[src/pce_cfg_pkg.sv]
// Host status word layout, pad option struct and option decode
package pce_cfg_pkg;

	// ================================================
	// Host status word
	// ================================================

	// Only the controller bits are named, the rest stay opaque
	typedef struct packed {
		logic [19:0] rsvd_hi;    // Bits 31..12
		logic        mouse_en;   // Bit 11
		logic        buttons6;   // Bit 10
		logic        turbotap;   // Bit 9
		logic        joy_swap;   // Bit 8
		logic [7:0]  rsvd_lo;    // Video and system options
	} status_t;

	// ================================================
	// Options seen by the controller port
	// ================================================

	typedef struct packed {
		logic turbotap;   // Five-port tap stepping
		logic buttons6;   // High bank on alternate CLR
		logic mouse_en;   // Port 0 reads as mouse
	} pad_opts_t;

	// Pull the port options out of the status word
	function automatic pad_opts_t decode_opts(input status_t s);
		pad_opts_t o;
		o.turbotap = s.turbotap;
		o.buttons6 = s.buttons6;
		o.mouse_en = s.mouse_en;
		return o;
	endfunction

endpackage

[src/pce_io_pkg.sv]
// Host joystick, mouse, pad bus and audio sample types with their widths
package pce_io_pkg;

	localparam int NUM_PADS = 5;    // Host joysticks 0..4
	localparam int PSG_W    = 20;
	localparam int ADPCM_W  = 16;
	localparam int MIX_W    = 22;   // Two bits of headroom over PSG_W
	localparam int DAC_W    = 20;

	// ================================================
	// Controller side
	// ================================================

	// Host joystick word, active high
	typedef struct packed {
		logic [19:0] rsvd;
		logic        btn_vi;    // Bit 11
		logic        btn_v;
		logic        btn_iv;
		logic        btn_iii;   // Bit 8
		logic        run;       // Bit 7
		logic        select;
		logic        btn_ii;
		logic        btn_i;     // Bit 4
		logic        up;        // Bit 3
		logic        down;
		logic        left;
		logic        right;     // Bit 0
	} host_joy_t;

	typedef host_joy_t [NUM_PADS-1:0] host_pads_t;

	typedef struct packed {
		logic [8:0] x;
		logic [8:0] y;
		logic [7:0] flags;    // Bit 0 left button, bit 1 right button
		logic       strobe;   // New movement sample
	} mouse_in_t;

	// Lines driven by the console
	typedef struct packed {
		logic clr;
		logic sel;
	} pad_bus_t;

	typedef logic [3:0]  pad_nibble_t;
	typedef logic [15:0] pad_word_t;
	typedef logic [2:0]  port_idx_t;

	// ================================================
	// Audio side
	// ================================================

	typedef logic signed [PSG_W-1:0]   psg_smp_t;
	typedef logic signed [ADPCM_W-1:0] adpcm_smp_t;
	typedef logic signed [MIX_W-1:0]   mix_t;
	typedef logic [DAC_W-1:0]          dac_word_t;   // Offset binary

	typedef struct packed {
		psg_smp_t   psg_l;
		psg_smp_t   psg_r;
		psg_smp_t   cdda_l;
		psg_smp_t   cdda_r;
		adpcm_smp_t adpcm;    // Mono, fed to both channels
	} audio_in_t;

	typedef struct packed {
		dac_word_t left;
		dac_word_t right;
	} audio_out_t;

endpackage

[src/pad_port.sv]
// Controller port with pad mapping, turbo-tap stepping, six-button bank and mouse sequencer
`timescale 1ns/100ps

module pad_port #(
	parameter int MOUSE_TO_BITS = 15
) (
	input  logic                    clk_sys,
	input  logic                    rst_n,
	input  pce_cfg_pkg::pad_opts_t  opts,
	input  pce_io_pkg::host_pads_t  pads,
	input  pce_io_pkg::mouse_in_t   mouse,
	input  pce_io_pkg::pad_bus_t    pad_bus,
	output pce_io_pkg::pad_nibble_t joy_in
);
	import pce_io_pkg::*;

	// Active-low pad word with nibble 0 in the low bits and nibble 3 at 0
	function automatic pad_word_t map_pad(input host_joy_t j);
		map_pad = ~{4'hF,
			j.btn_vi, j.btn_v, j.btn_iv, j.btn_iii,
			j.left, j.down, j.right, j.up,
			j.run, j.select, j.btn_ii, j.btn_i};
	endfunction

	pad_bus_t                 bus_q;       // CLR/SEL one cycle back
	port_idx_t                port_idx;
	logic                     high_bank;   // Selects nibbles 2 and 3
	logic [1:0]               mouse_cnt;
	logic [1:0]               cnt_now;     // Count with the idle timeout applied
	logic [MOUSE_TO_BITS-1:0] idle_cnt;
	logic [7:0]               acc_x;
	logic [7:0]               acc_y;
	logic [7:0]               rd_x;        // Snapshot read by the console
	logic [7:0]               rd_y;
	logic                     clr_rise;
	logic                     sel_rise;
	logic                     idle_done;
	logic [3:0]               move_nib;
	logic [7:0]               mouse_byte;
	pad_word_t                port_word;

	// ================================================
	// Bus edges and idle timer
	// ================================================

	assign clr_rise  = pad_bus.clr & ~bus_q.clr;
	assign sel_rise  = pad_bus.sel & ~bus_q.sel;
	assign idle_done = &idle_cnt;

	always_ff @(posedge clk_sys or negedge rst_n) begin
		if (!rst_n) begin
			bus_q    <= '0;
			idle_cnt <= '0;
		end else begin
			bus_q <= pad_bus;
			if (pad_bus.clr)
				idle_cnt <= '0;
			else if (!idle_done)
				idle_cnt <= idle_cnt + 1'b1;   // Saturates
		end
	end

	// Tap port index and six-button bank
	always_ff @(posedge clk_sys or negedge rst_n) begin
		if (!rst_n) begin
			port_idx  <= '0;
			high_bank <= 1'b0;
		end else if (pad_bus.clr) begin
			port_idx <= '0;
			if (clr_rise)
				high_bank <= ~high_bank & opts.buttons6;
		end else if (sel_rise && opts.turbotap) begin
			port_idx <= port_idx + 3'd1;   // 7 wraps to 0
		end
	end

	// ================================================
	// Mouse sequencer
	// ================================================

	assign cnt_now = idle_done ? 2'd3 : mouse_cnt;

	always_ff @(posedge clk_sys or negedge rst_n) begin
		if (!rst_n) begin
			mouse_cnt <= 2'd3;
			acc_x     <= '0;
			acc_y     <= '0;
			rd_x      <= '0;
			rd_y      <= '0;
		end else begin
			if (idle_done)
				mouse_cnt <= 2'd3;   // Console stopped reading so the sequence restarts
			if (clr_rise) begin
				mouse_cnt <= cnt_now + 2'd1;
				if (cnt_now == 2'd3) begin
					// Snapshot at the start of a new read cycle
					rd_x  <= acc_x;
					rd_y  <= acc_y;
					acc_x <= '0;
					acc_y <= '0;
				end
			end
			// A fresh host sample wins over the clear
			if (mouse.strobe) begin
				acc_x <= 8'd0 - mouse.x[7:0];   // X axis runs the other way
				acc_y <= mouse.y[7:0];
			end
		end
	end

	always_comb begin
		case (cnt_now)
			2'd0:    move_nib = rd_x[7:4];
			2'd1:    move_nib = rd_x[3:0];
			2'd2:    move_nib = rd_y[7:4];
			default: move_nib = rd_y[3:0];
		endcase
	end

	assign mouse_byte = {move_nib,
		~{pads[0].select, pads[0].run, mouse.flags[0], mouse.flags[1]}};

	// ================================================
	// Word select and nibble latch
	// ================================================

	always_comb begin
		if (port_idx == 3'd0 && opts.mouse_en)
			port_word = {mouse_byte, mouse_byte};
		else if (port_idx < port_idx_t'(NUM_PADS))
			port_word = map_pad(pads[port_idx]);
		else
			port_word = 16'h0FFF;   // Empty tap ports
	end

	always_ff @(posedge clk_sys or negedge rst_n) begin
		if (!rst_n)
			joy_in <= '0;
		else if (pad_bus.clr)
			joy_in <= '0;
		else
			joy_in <= port_word[{high_bank, pad_bus.sel, 2'b00} +: 4];
	end

endmodule

[src/audio_mix.sv]
// Three-source stereo mixer with saturation to offset-binary DAC words
`timescale 1ns/100ps

module audio_mix (
	input  logic                   clk_sys,
	input  logic                   rst_n,
	input  pce_io_pkg::audio_in_t  audio_in,
	output pce_io_pkg::audio_out_t audio_out
);
	import pce_io_pkg::*;

	// Sign extend a PSG or CD sample to mix width
	function automatic mix_t widen(input psg_smp_t s);
		widen = {{(MIX_W-PSG_W){s[PSG_W-1]}}, s};
	endfunction

	// Clip when the top three bits disagree, else flip sign for offset binary
	function automatic dac_word_t clamp(input mix_t s);
		logic sgn;
		sgn = s[MIX_W-1];
		if (s[MIX_W-1 -: 3] == 3'b000 || s[MIX_W-1 -: 3] == 3'b111)
			clamp = {~sgn, s[DAC_W-2:0]};
		else
			clamp = {DAC_W{~sgn}};   // FFFFF up, 00000 down
	endfunction

	mix_t adpcm_ext;   // ADPCM times 16
	mix_t sum_l;
	mix_t sum_r;

	assign adpcm_ext = {{(MIX_W-ADPCM_W-4){audio_in.adpcm[ADPCM_W-1]}},
		audio_in.adpcm, 4'b0000};

	// ================================================
	// Sum register
	// ================================================

	always_ff @(posedge clk_sys or negedge rst_n) begin
		if (!rst_n) begin
			sum_l <= '0;
			sum_r <= '0;
		end else begin
			sum_l <= widen(audio_in.psg_l) + widen(audio_in.cdda_l) + adpcm_ext;
			sum_r <= widen(audio_in.psg_r) + widen(audio_in.cdda_r) + adpcm_ext;
		end
	end

	assign audio_out = '{left: clamp(sum_l), right: clamp(sum_r)};

endmodule

[src/pce_io_top.sv]
// Top level with option decode, joystick swap, controller port and audio mixer
`timescale 1ns/100ps

module pce_io_top #(
	parameter int MOUSE_TO_BITS = 15
) (
	input  logic                    clk_sys,
	input  logic                    rst_n,
	input  pce_cfg_pkg::status_t    status,
	input  pce_io_pkg::host_pads_t  joys,
	input  pce_io_pkg::mouse_in_t   mouse,
	input  pce_io_pkg::pad_bus_t    pad_bus,
	input  pce_io_pkg::audio_in_t   audio_in,
	output pce_io_pkg::pad_nibble_t joy_in,
	output pce_io_pkg::audio_out_t  audio_out
);
	import pce_cfg_pkg::*;
	import pce_io_pkg::*;

	pad_opts_t  opts;
	host_pads_t pads;   // Joysticks after swap

	assign opts = decode_opts(status);

	// ================================================
	// Joystick swap, first two pads only
	// ================================================

	always_comb begin
		pads = joys;
		if (status.joy_swap) begin
			pads[0] = joys[1];
			pads[1] = joys[0];
		end
	end

	pad_port #(
		.MOUSE_TO_BITS(MOUSE_TO_BITS)
	) u_pad_port (
		.clk_sys (clk_sys),
		.rst_n   (rst_n),
		.opts    (opts),
		.pads    (pads),
		.mouse   (mouse),
		.pad_bus (pad_bus),
		.joy_in  (joy_in)
	);

	audio_mix u_audio_mix (
		.clk_sys   (clk_sys),
		.rst_n     (rst_n),
		.audio_in  (audio_in),
		.audio_out (audio_out)
	);

endmodule

[config.mk]
export PLATFORM = sky130hd
export DESIGN_NAME = pce_io_top
export DESIGN_NICKNAME = d
export VERILOG_FILES = /design/src/pce_cfg_pkg.sv /design/src/pce_io_pkg.sv /design/src/pad_port.sv /design/src/audio_mix.sv /design/src/pce_io_top.sv
export SDC_FILE = /design/constraint.sdc
export NUM_CORES = 1
export LEC_CHECK = 0
export ABC_AREA = 1
export BUFFER_PORTS_ARGS = -buffer_cell sky130_fd_sc_hd__buf_2
export CAP_MARGIN = 20
export CORE_MARGIN = 3
export CORE_UTILIZATION = 51
export CTS_CLUSTER_SIZE = 16
export DETAILED_ROUTE_END_ITERATION = 16
export PLACE_DENSITY = 0.82
export SLEW_MARGIN = 20
export SYNTH_ARGS = -nofsm -noshare
export SYNTH_HDL_FRONTEND = slang
export SYNTH_HIERARCHICAL = 1
export SYNTH_SLANG_ARGS = --single-unit
[constraint.sdc]
create_clock -name clk_sys -period 2.8 [get_ports clk_sys]
set_input_delay 0.56 -clock clk_sys [delete_from_list [all_inputs] [get_ports clk_sys]]
set_output_delay 0.56 -clock clk_sys [all_outputs]
set_load 0.1 [all_outputs]
==> results.py, run 1 <==
metrics = {
    "critical_path": {
        "r2r_end": "u_pad_port/joy_in[0]",
        "crit_family": "simple AND/OR/NAND/NOR gates",
        "worst-path-stages": 5,
        "critical_path.slowest_cell": "buf_2",
        "critPathMaxStageDelay_ns": 0.43,
        "crit_fanout": 19,
        "crit_path_end_kind": "primary output",
        "cp_common_cell": "nand2_1",
        "cp-startpoint": "u_audio_mix/sum_l[19]",
        "worstSetupPathType": "flip-flop to primary output",
        "reg2reg_depth": 13,
        "path_cells": "nand2_1, nand2_1, nand2_1, nand2_1, buf_2",
        "critPathArrivalTime_ns": 1.85,
        "required_ns": 2.24,
        "cp_num_buf_inv": 1,
        "crit_path_start_kind": "flip-flop",
        "reg2reg_slack_ns": 0.41,
        "crit_end": "audio_out[36]",
        "reg2reg_from": "u_pad_port/idle_cnt[1]",
    },
    "layout": {
        "seqCellArea_um2": 2580,
        "final_layout_size_suffix_gt1_share_pct": 19.6,
        "design_area_um2": 10400,
        "nFillCells": 1528,
        "multiInputGateArea_um2": 5370,
        "final_nets": 1922,
        "diodes": 0,
        "area_delta_synth_final_pct": 18.1,
        "finalCoreUtilization_pct": 62.3,
    },
    "route": {
        "avgViaCountPerCell": 5.04,
        "dr.pass1.iters": 5,
        "route.vias.total": 8764,
        "post_drt_wl_per_cell_um": 13.8,
        "drt_iter0_drc": 368,
        "wl_mm": 23.9,
        "remaining_drc_errors": 0,
        "drtAntennaViolNets": 0,
    },
    "pwr": {
        "power_density_nw_per_um2": 879,
        "ir_drop_uv": 933,
        "p_leak_uw": 0.00605,
    },
    "clock_tree": {
        "cts_setup_buffers": 0,
        "clkLatencyLatePin_ns": 0.36,
        "cts_tree": "done",
        "cts.repair.resized": 0,
        "cts_sinks": 103,
        "ctsLongestPathBuffers": 2,
        "htreeDepth": 3,
        "clk_root_buffer_cell": "clkbuf_16",
        "numCtsBuffers": 9,
        "cts_hold_buf": 0,
        "clkTransAtPathRegs_ns": 0.08,
    },
    "yosys": {
        "syn_avg_cell_area_um2": 6.81,
        "synth_cells": 1298,
        "yosysWarnings": 6,
        "netlist_area_um2": 8840,
        "syn_nets": 1707,
    },
    "place": {
        "hpwl_mm": 19.7,
        "place_congestion": 0.958,
        "io_buffers": 226,
        "place_area_um2": 10100,
    },
    "die": {
        "die_area_um2": 18900,
        "rows": 47,
        "fp.coreArea_um2": 16800,
        "io_pins": 363,
        "dieWidth_um": 138,
        "initial_utilization_pct": 52.7,
        "die_y_um": 138,
    },
    "sta": {
        "slew_headroom_pct": 54.4,
        "tightest_slew_ns": 0.683,
        "rsz0062_at_grt": "false",
        "final.setup.tns_ns": 0,
        "hold_viol_final": 0,
        "finalWorstPathRequiredPeriod_ns": 2.41,
        "setup_viol": 0,
        "skew_ns": 0.0122,
        "fmax_mhz": 415,
        "maxSlewViolCount": 0,
        "period_share_pct": 86.0,
    },
    "global_route": {
        "grt_max_degree": 48,
        "grt_pass1_vias": 8290,
        "grt_overflow": 0,
        "grt_pass1_wl_mm": 38.2,
        "antenna_found_initial": 1,
        "grtUsageTotal_pct": 25.4,
    },
    "run_status": {
        "status": "complete, no violations",
    },
    "job": {
        "cap_violations": 0,
    },
    "worst_hold_path": {
        "hold_path.class": "input pin to async pin",
    },
}
-- metal layers --
metal | up-vias | part of all wire (%) | track usage [%]
li1 | 4467 | - | -
met1 | 3965 | 40 | 30.1
met2 | 283 | 51 | 46.3
met3 | 47 | 6.3 | 3.69
met4 | 2 | 2.9 | 9.26
met5 | - | 0.046 | 0
-- worst register-to-register path, stage by stage (launching register included) --
cell,delay [ns]
dfrtp_1,0.39
ha_1,0.20
nand2_2,0.10
nor2_4,0.16
nand2_2,0.10
nor3_4,0.24
or2_4,0.22
inv_1,0.07
ha_1,0.22
a22o_1,0.24
nor2_1,0.10
o21ai_0,0.11
nand2_1,0.08
a21oi_1,0.04
-- worst min path at each step --
| stage | endpoint | depth (start not counted) | start |
|---|---|---|---|
| global route | u_pad_port/joy_in[0] | 1 | rst_n |
| finish | u_audio_mix/sum_l[8] | 1 | rst_n |
| global placement | u_pad_port/rd_x[1] | 2 | u_pad_port/rd_x[1] |
| detailed placement | u_pad_port/rd_x[2] | 2 | u_pad_port/rd_x[2] |
| floorplan | u_audio_mix/sum_l[0] | 0 | rst_n |
| CTS | u_pad_port/high_bank | 1 | rst_n |
-- cell type report --
type	instances	share of cell area (%)
clock buffers	9	2.16
inverters	184	6.62
well taps	220	2.64
multi-input cells	981	51.5
repair buffers	234	11.6
flip-flops and latches	103	24.7
clock inverters	7	0.851
-- registers in the layout (all words and copies together) (netlist names) --
register / count
u_audio_mix/sum_l: 22
u_audio_mix/sum_r: 22
u_pad_port/idle_cnt: 15
u_pad_port/acc_x: 8
u_pad_port/acc_y: 8
u_pad_port/rd_x: 8
u_pad_port/rd_y: 8
u_pad_port/joy_in: 4
u_pad_port/port_idx: 3
u_pad_port/bus_q: 2
u_pad_port/mouse_cnt: 2
u_pad_port/high_bank: 1
-- stage by stage --
step                      hold slack, ns  instances  worst slack (ns)  power (µW)
after detailed placement           0.481       1722             0.172        7910
after CTS                          0.232       1738             0.374        9200
after floorplan                    0.264       1298             0.120        6760
after global placement             0.467       1722             0.200        7840
after global routing               0.264       1738             0.205        9730
final                              0.221       1738             0.391        9180
-- cell usage in the layout, fill, tap and decap left out, drive strengths merged, types with 3 or more instances in the layout --
master and n:
and2 4, dfrtp 101, fa 34, o21ai 47
a21oi 39, inv 184, nand3 94, a22o 4
a31oi 4, o32ai 3, nor3 11, o21bai 8
nor2 100, buf 234, ha 56, nand4 13
nand2 531, clkbuf 9, o31ai 3, clkinv 5
xor2 19
-- report_power, final --
| group | switching, µW | total (µW) | internal (µW) |
|---|---|---|---|
| Clock | 631 | 1270 | 637 |
| Combinational | 4600 | 5810 | 1210 |
| Sequential | 200 | 2100 | 1900 |
(Power assumes the default switching activity.)
==> inputs of run 2 (changes only) <==
--- a/config.mk
+++ b/config.mk
@@ -8,11 +8,10 @@
 export ABC_AREA = 1
 export BUFFER_PORTS_ARGS = -buffer_cell sky130_fd_sc_hd__buf_2
 export CAP_MARGIN = 20
-export CORE_MARGIN = 3
-export CORE_UTILIZATION = 51
+export CORE_UTILIZATION = 42
 export CTS_CLUSTER_SIZE = 16
 export DETAILED_ROUTE_END_ITERATION = 16
-export PLACE_DENSITY = 0.82
+export PLACE_DENSITY = 0.69
 export SLEW_MARGIN = 20
 export SYNTH_ARGS = -nofsm -noshare
 export SYNTH_HDL_FRONTEND = slang
==> run 2 against run 1 <==
  * Worst setup slack worse by 0.017 ns
  * Flip-flop and latch count did not move
  * First-iteration DRC count up 25%
  * Clock power barely moved
  * Hold slack worse by 0.12 ns
==> results.py, run 2 (synthesis gave the netlist of run 1 again) <==
metrics = {
    "run_status": {
        "status": "complete, no violations",
    },
    "critical_path": {
        "worstSetupPathType": "flip-flop to flip-flop",
        "reg2reg_from": "u_pad_port/idle_cnt[1]",
        "crit_path_start_kind": "flip-flop",
        "reg2reg_depth": 13,
        "cp-startpoint": "u_pad_port/idle_cnt[1]",
        "critPathArrivalTime_ns": 2.65,
        "crit_fanout": 6,
        "required_ns": 3.02,
        "crit_path_end_kind": "flip-flop",
    },
    "pwr": {
        "p_leak_uw": 0.00606,
        "power_density_nw_per_um2": 870,
        "power.total_uw": 9130,
        "ir_drop_uv": 1050,
    },
    "place": {
        "place_ws_ns": 0.163,
        "place_congestion": 0.950,
        "place_area_um2": 10200,
        "io_buffers": 226,
        "hpwl_mm": 19.3,
    },
    "clock_tree": {
        "clk_root_buffer_cell": "clkbuf_16",
        "htreeDepth": 3,
        "cts_setup_buffers": 0,
        "clkTransAtPathRegs_ns": 0.07,
        "cts_hold_buf": 0,
        "cts_sinks": 103,
        "ctsLongestPathBuffers": 2,
        "cts_tree": "done",
        "clkLatencyLatePin_ns": 0.35,
        "numCtsBuffers": 9,
        "cts.repair.resized": 0,
    },
    "die": {
        "die_area_um2": 21600,
        "die_y_um": 147,
        "dieWidth_um": 147,
        "initial_utilization_pct": 43.3,
        "fp.coreArea_um2": 20400,
        "io_pins": 363,
        "rows": 52,
    },
    "sta": {
        "final.setup.tns_ns": 0,
        "slew_headroom_pct": 53.5,
        "period_share_pct": 86.6,
        "tightest_slew_ns": 0.697,
        "hold_viol_final": 0,
        "maxSlewViolCount": 0,
        "finalWorstPathRequiredPeriod_ns": 2.43,
        "fmax_mhz": 412,
        "worst_slack_ns": 0.375,
        "skew_ns": 0.0101,
        "setup_viol": 0,
        "rsz0062_at_grt": "false",
    },
    "route": {
        "drt_iter0_drc": 460,
        "post_drt_wl_per_cell_um": 13.2,
        "drtAntennaViolNets": 0,
        "wl_mm": 23.7,
        "dr.pass1.iters": 6,
        "route.vias.total": 8639,
        "avgViaCountPerCell": 4.83,
        "remaining_drc_errors": 0,
    },
    "layout": {
        "finalCoreUtilization_pct": 51.4,
        "seqCellArea_um2": 2580,
        "final_nets": 1923,
        "final_cell_mix": "520 x nand2_1, 225 x buf_2, 176 x inv_1",
        "nFillCells": 2082,
        "area_delta_synth_final_pct": 18.8,
        "diodes": 0,
        "top_regs": "u_audio_mix/sum_l (22), u_audio_mix/sum_r (22), u_pad_port/idle_cnt (15)",
        "design_area_um2": 10500,
        "multiInputGateArea_um2": 5370,
        "final_common_cell": "nand2_1",
        "final_layout_size_suffix_gt1_share_pct": 19.6,
    },
    "global_route": {
        "grt_pass1_wl_mm": 38.7,
        "grt_overflow": 0,
        "grt_pass1_vias": 8240,
        "antenna_found_initial": 0,
        "grtUsageTotal_pct": 22.3,
        "grt_max_degree": 57,
    },
    "worst_hold_path": {
        "hold_path.class": "input pin to async pin",
    },
    "job": {
        "cap_violations": 0,
    },
}
[run 2: changes by cell type in the layout (fill, tap and decap cells not counted), sizes merged]
cell	before	now
buf	234	235
inv	184	186
clkinvlp	2	0
[run 2: per-stage QoR]
| step | instances | hold WS (ns) |
|---|---|---|
| global placement | 1773 | 0.468 |
| CTS | 1789 | 0.107 |
| global route | 1789 | 0.124 |
| finish | 1789 | 0.104 |
| floorplan | 1298 | 0.264 |
| detailed placement | 1773 | 0.476 |
[run 2: cell type report]
cell class / count / area share [%]
clock buffer: 9 / 2.15
clock inverter: 7 / 0.703
inverter: 184 / 6.58
multi-input combinational: 981 / 51.2
sequential: 103 / 24.6
tap: 270 / 3.22
timing repair buffer: 235 / 11.6
[run 2: power by group]
group          switching (µW)  total [µW]  internal (µW)
combinational            4600        5810           1210
sequential                179        2080           1900
clock                     610        1240            631
total                    5390        9130           3740
[run 2: worst paths after layout]
kind                       slack [ns]                      end
max                              0.37     u_pad_port/joy_in[2]
min                              0.10  u_pad_port/idle_cnt[14]
min reg2reg                      0.49       u_pad_port/rd_x[1]
min in group clk_sys             0.42      u_pad_port/acc_y[3]
max in group asynchronous        2.05    u_audio_mix/sum_l[16]
max reg2reg                      0.37     u_pad_port/joy_in[2]
[run 2: worst max-delay path, cell delays in order (launching register included)]
cell	delay, ns
dfrtp_1	0.39
ha_1	0.20
nand2_2	0.09
nor2_4	0.16
nand2_2	0.10
nor3_4	0.25
or2_4	0.22
inv_1	0.06
ha_1	0.23
a22o_1	0.25
nor2_1	0.11
o21ai_0	0.11
nand2_1	0.08
a21oi_1	0.06
[run 2: layer usage]
layer / GRT usage, % / wire [µm] / part of all wire (%)
met1: 27.4 / 10200 / 43
met2: 41.1 / 11800 / 50
met3: 2.95 / 1270 / 5.4
met4: 5.57 / 347 / 1.5
met5: 0 / 0 / 0
==> inputs of run 3 (changes only) <==
--- a/config.mk
+++ b/config.mk
@@ -8,10 +8,10 @@
 export ABC_AREA = 1
 export BUFFER_PORTS_ARGS = -buffer_cell sky130_fd_sc_hd__buf_2
 export CAP_MARGIN = 20
-export CORE_UTILIZATION = 42
+export CORE_UTILIZATION = 40
 export CTS_CLUSTER_SIZE = 16
 export DETAILED_ROUTE_END_ITERATION = 16
-export PLACE_DENSITY = 0.69
+export PLACE_DENSITY = 0.67
 export SLEW_MARGIN = 20
 export SYNTH_ARGS = -nofsm -noshare
 export SYNTH_HDL_FRONTEND = slang
==> run 3 against run 2 <==
  * Sequential share of layout area hardly changed
  * Core utilization shrank 3.0 points
  * Die area is 4.9% higher
  * Count of clock-buffer cells in the layout unchanged
  * Cell area rose by 0.19%
  * Total power is 0.52% higher
  * Sequential power barely moved
  * Clock skew increased by 0.0067 ns
  * Hold slack improved by 0.22 ns
  * Maximum frequency is 0.73% lower
  * Critical endpoint is now audio_out[16]
  * Highest routed layer unchanged
==> results.py, run 3 (synthesis gave the netlist of run 1 again) <==
metrics = {
    "clock_tree": {
        "cts_sinks": 103,
        "numCtsBuffers": 9,
        "clkTransAtPathRegs_ns": 0.08,
        "cts_tree": "done",
        "clk_root_buffer_cell": "clkbuf_16",
        "cts_hold_buf": 0,
        "clkLatencyLatePin_ns": 0.36,
        "ctsLongestPathBuffers": 2,
        "cts_setup_buffers": 0,
        "htreeDepth": 3,
        "cts.repair.resized": 0,
    },
    "sta": {
        "finalWorstPathRequiredPeriod_ns": 2.44,
        "period_share_pct": 87.2,
        "skew_ns": 0.0168,
        "fmax_mhz": 409,
        "tightest_slew_ns": 0.847,
        "final.setup.tns_ns": 0,
        "hold_ws_ns": 0.320,
        "slew_headroom_pct": 43.6,
        "hold_viol_final": 0,
        "setup_viol": 0,
        "rsz0062_at_grt": "false",
        "maxSlewViolCount": 0,
    },
    "critical_path": {
        "critPathArrivalTime_ns": 1.88,
        "required_ns": 2.24,
        "worstSetupPathType": "flip-flop to primary output",
        "reg2reg_from": "u_pad_port/idle_cnt[1]",
        "crit_family": "simple AND/OR/NAND/NOR gates",
        "critical_path.slowest_cell": "buf_2",
        "cp_common_cell": "nand2_1",
        "crit_fanout": 19,
        "cp_num_buf_inv": 1,
        "cp-startpoint": "u_audio_mix/sum_r[20]",
        "crit_path_start_kind": "flip-flop",
        "critPathMaxStageDelay_ns": 0.44,
        "crit_path_end_kind": "primary output",
        "path_cells": "nand2_1, nand2_1, nand2_1, nand2_1, buf_2",
    },
    "layout": {
        "final_cell_mix": "520 x nand2_1, 225 x buf_2, 176 x inv_1",
        "area_delta_synth_final_pct": 19.0,
        "final_nets": 1920,
        "seqCellArea_um2": 2580,
        "top_regs": "u_audio_mix/sum_l (22), u_audio_mix/sum_r (22), u_pad_port/idle_cnt (15)",
        "multiInputGateArea_um2": 5370,
        "final_layout_size_suffix_gt1_share_pct": 19.5,
        "design_area_um2": 10500,
        "final_cell_count_no_fill": 1797,
        "nFillCells": 2222,
        "final_common_cell": "nand2_1",
    },
    "global_route": {
        "grtUsageTotal_pct": 21.2,
        "grt_max_degree": 66,
        "grt_pass1_vias": 8017,
        "grt_overflow": 0,
        "antenna_found_initial": 1,
        "grt_pass1_wl_mm": 37.8,
    },
    "route": {
        "dr.pass1.iters": 5,
        "wl_mm": 23.5,
        "drtAntennaViolNets": 0,
        "route.vias.total": 8566,
        "drt_iter0_drc": 510,
        "avgViaCountPerCell": 4.77,
        "remaining_drc_errors": 0,
        "post_drt_wl_per_cell_um": 13.1,
    },
    "die": {
        "rows": 54,
        "die_area_um2": 22700,
        "dieWidth_um": 151,
        "die_y_um": 151,
        "fp.coreArea_um2": 21800,
        "initial_utilization_pct": 40.6,
        "io_pins": 363,
    },
    "pwr": {
        "ir_drop_uv": 1130,
        "p_leak_uw": 0.00605,
        "power_density_nw_per_um2": 873,
    },
    "place": {
        "dp_cells": 1780,
        "place_congestion": 0.957,
        "hpwl_mm": 19.3,
        "io_buffers": 226,
        "place_area_um2": 10200,
    },
    "run_status": {
        "status": "complete, no violations",
    },
    "worst_hold_path": {
        "hold_path.class": "input pin to async pin",
    },
    "job": {
        "cap_violations": 0,
    },
}
[run 3: cell types whose count changed in the layout (fill, tap and decap cells not counted), sizes merged]
cell | previous run | this run
buf | 235 | 232
clkinv | 5 | 4
diode | 0 | 1
inv | 186 | 187
[run 3: power breakdown]
group	internal (µW)	leakage [µW]	switching (µW)	total, µW
Sequential	1900	0.00127	170	2070
Clock	660	0.000157	650	1310
Combinational	1200	0.00462	4600	5800
[run 3: final timing paths]
check / cells past startpoint / end / slack (ns)
min in group clk_sys: 3 / u_pad_port/acc_y[7] / 0.41
hold / removal: 1 / u_pad_port/port_idx[0] / 0.32
max in group asynchronous: 2 / u_pad_port/acc_x[1] / 1.79
setup / recovery: 5 / audio_out[16] / 0.36
setup reg to reg: 13 / u_pad_port/joy_in[3] / 0.43
hold reg to reg: 2 / u_pad_port/rd_y[0] / 0.49
[run 3: cell type report]
class | count | share of cell area [%]
clock buffer | 9 | 2.14
clock inverter | 7 | 0.964
multi-input combinational | 981 | 51.1
tap | 280 | 3.33
inverter | 184 | 6.57
timing repair buffer | 232 | 11.3
sequential | 103 | 24.5
antenna | 1 | 0.0238
[run 3: routing by layer]
metal / vias up / track usage (%) / routed length, µm
li1: 4463 / - / -
met1: 3818 / 25.9 / 10100
met2: 263 / 38.2 / 11700
met3: 22 / 3.36 / 1280
met4: 0 / 5.75 / 397
met5: - / 0 / 0
[run 3: per-stage QoR]
| stage | worst slack, ns | utilization [%] | total power [µW] |
|---|---|---|---|
| floorplan | 0.120 | - | 6760 |
| global placement | 0.152 | 46.8 | 7880 |
| detailed placement | 0.143 | 46.8 | 7910 |
| CTS | 0.304 | 48.3 | 9250 |
| global route | 0.148 | 48.3 | 9790 |
| finish | 0.357 | 48.3 | 9180 |
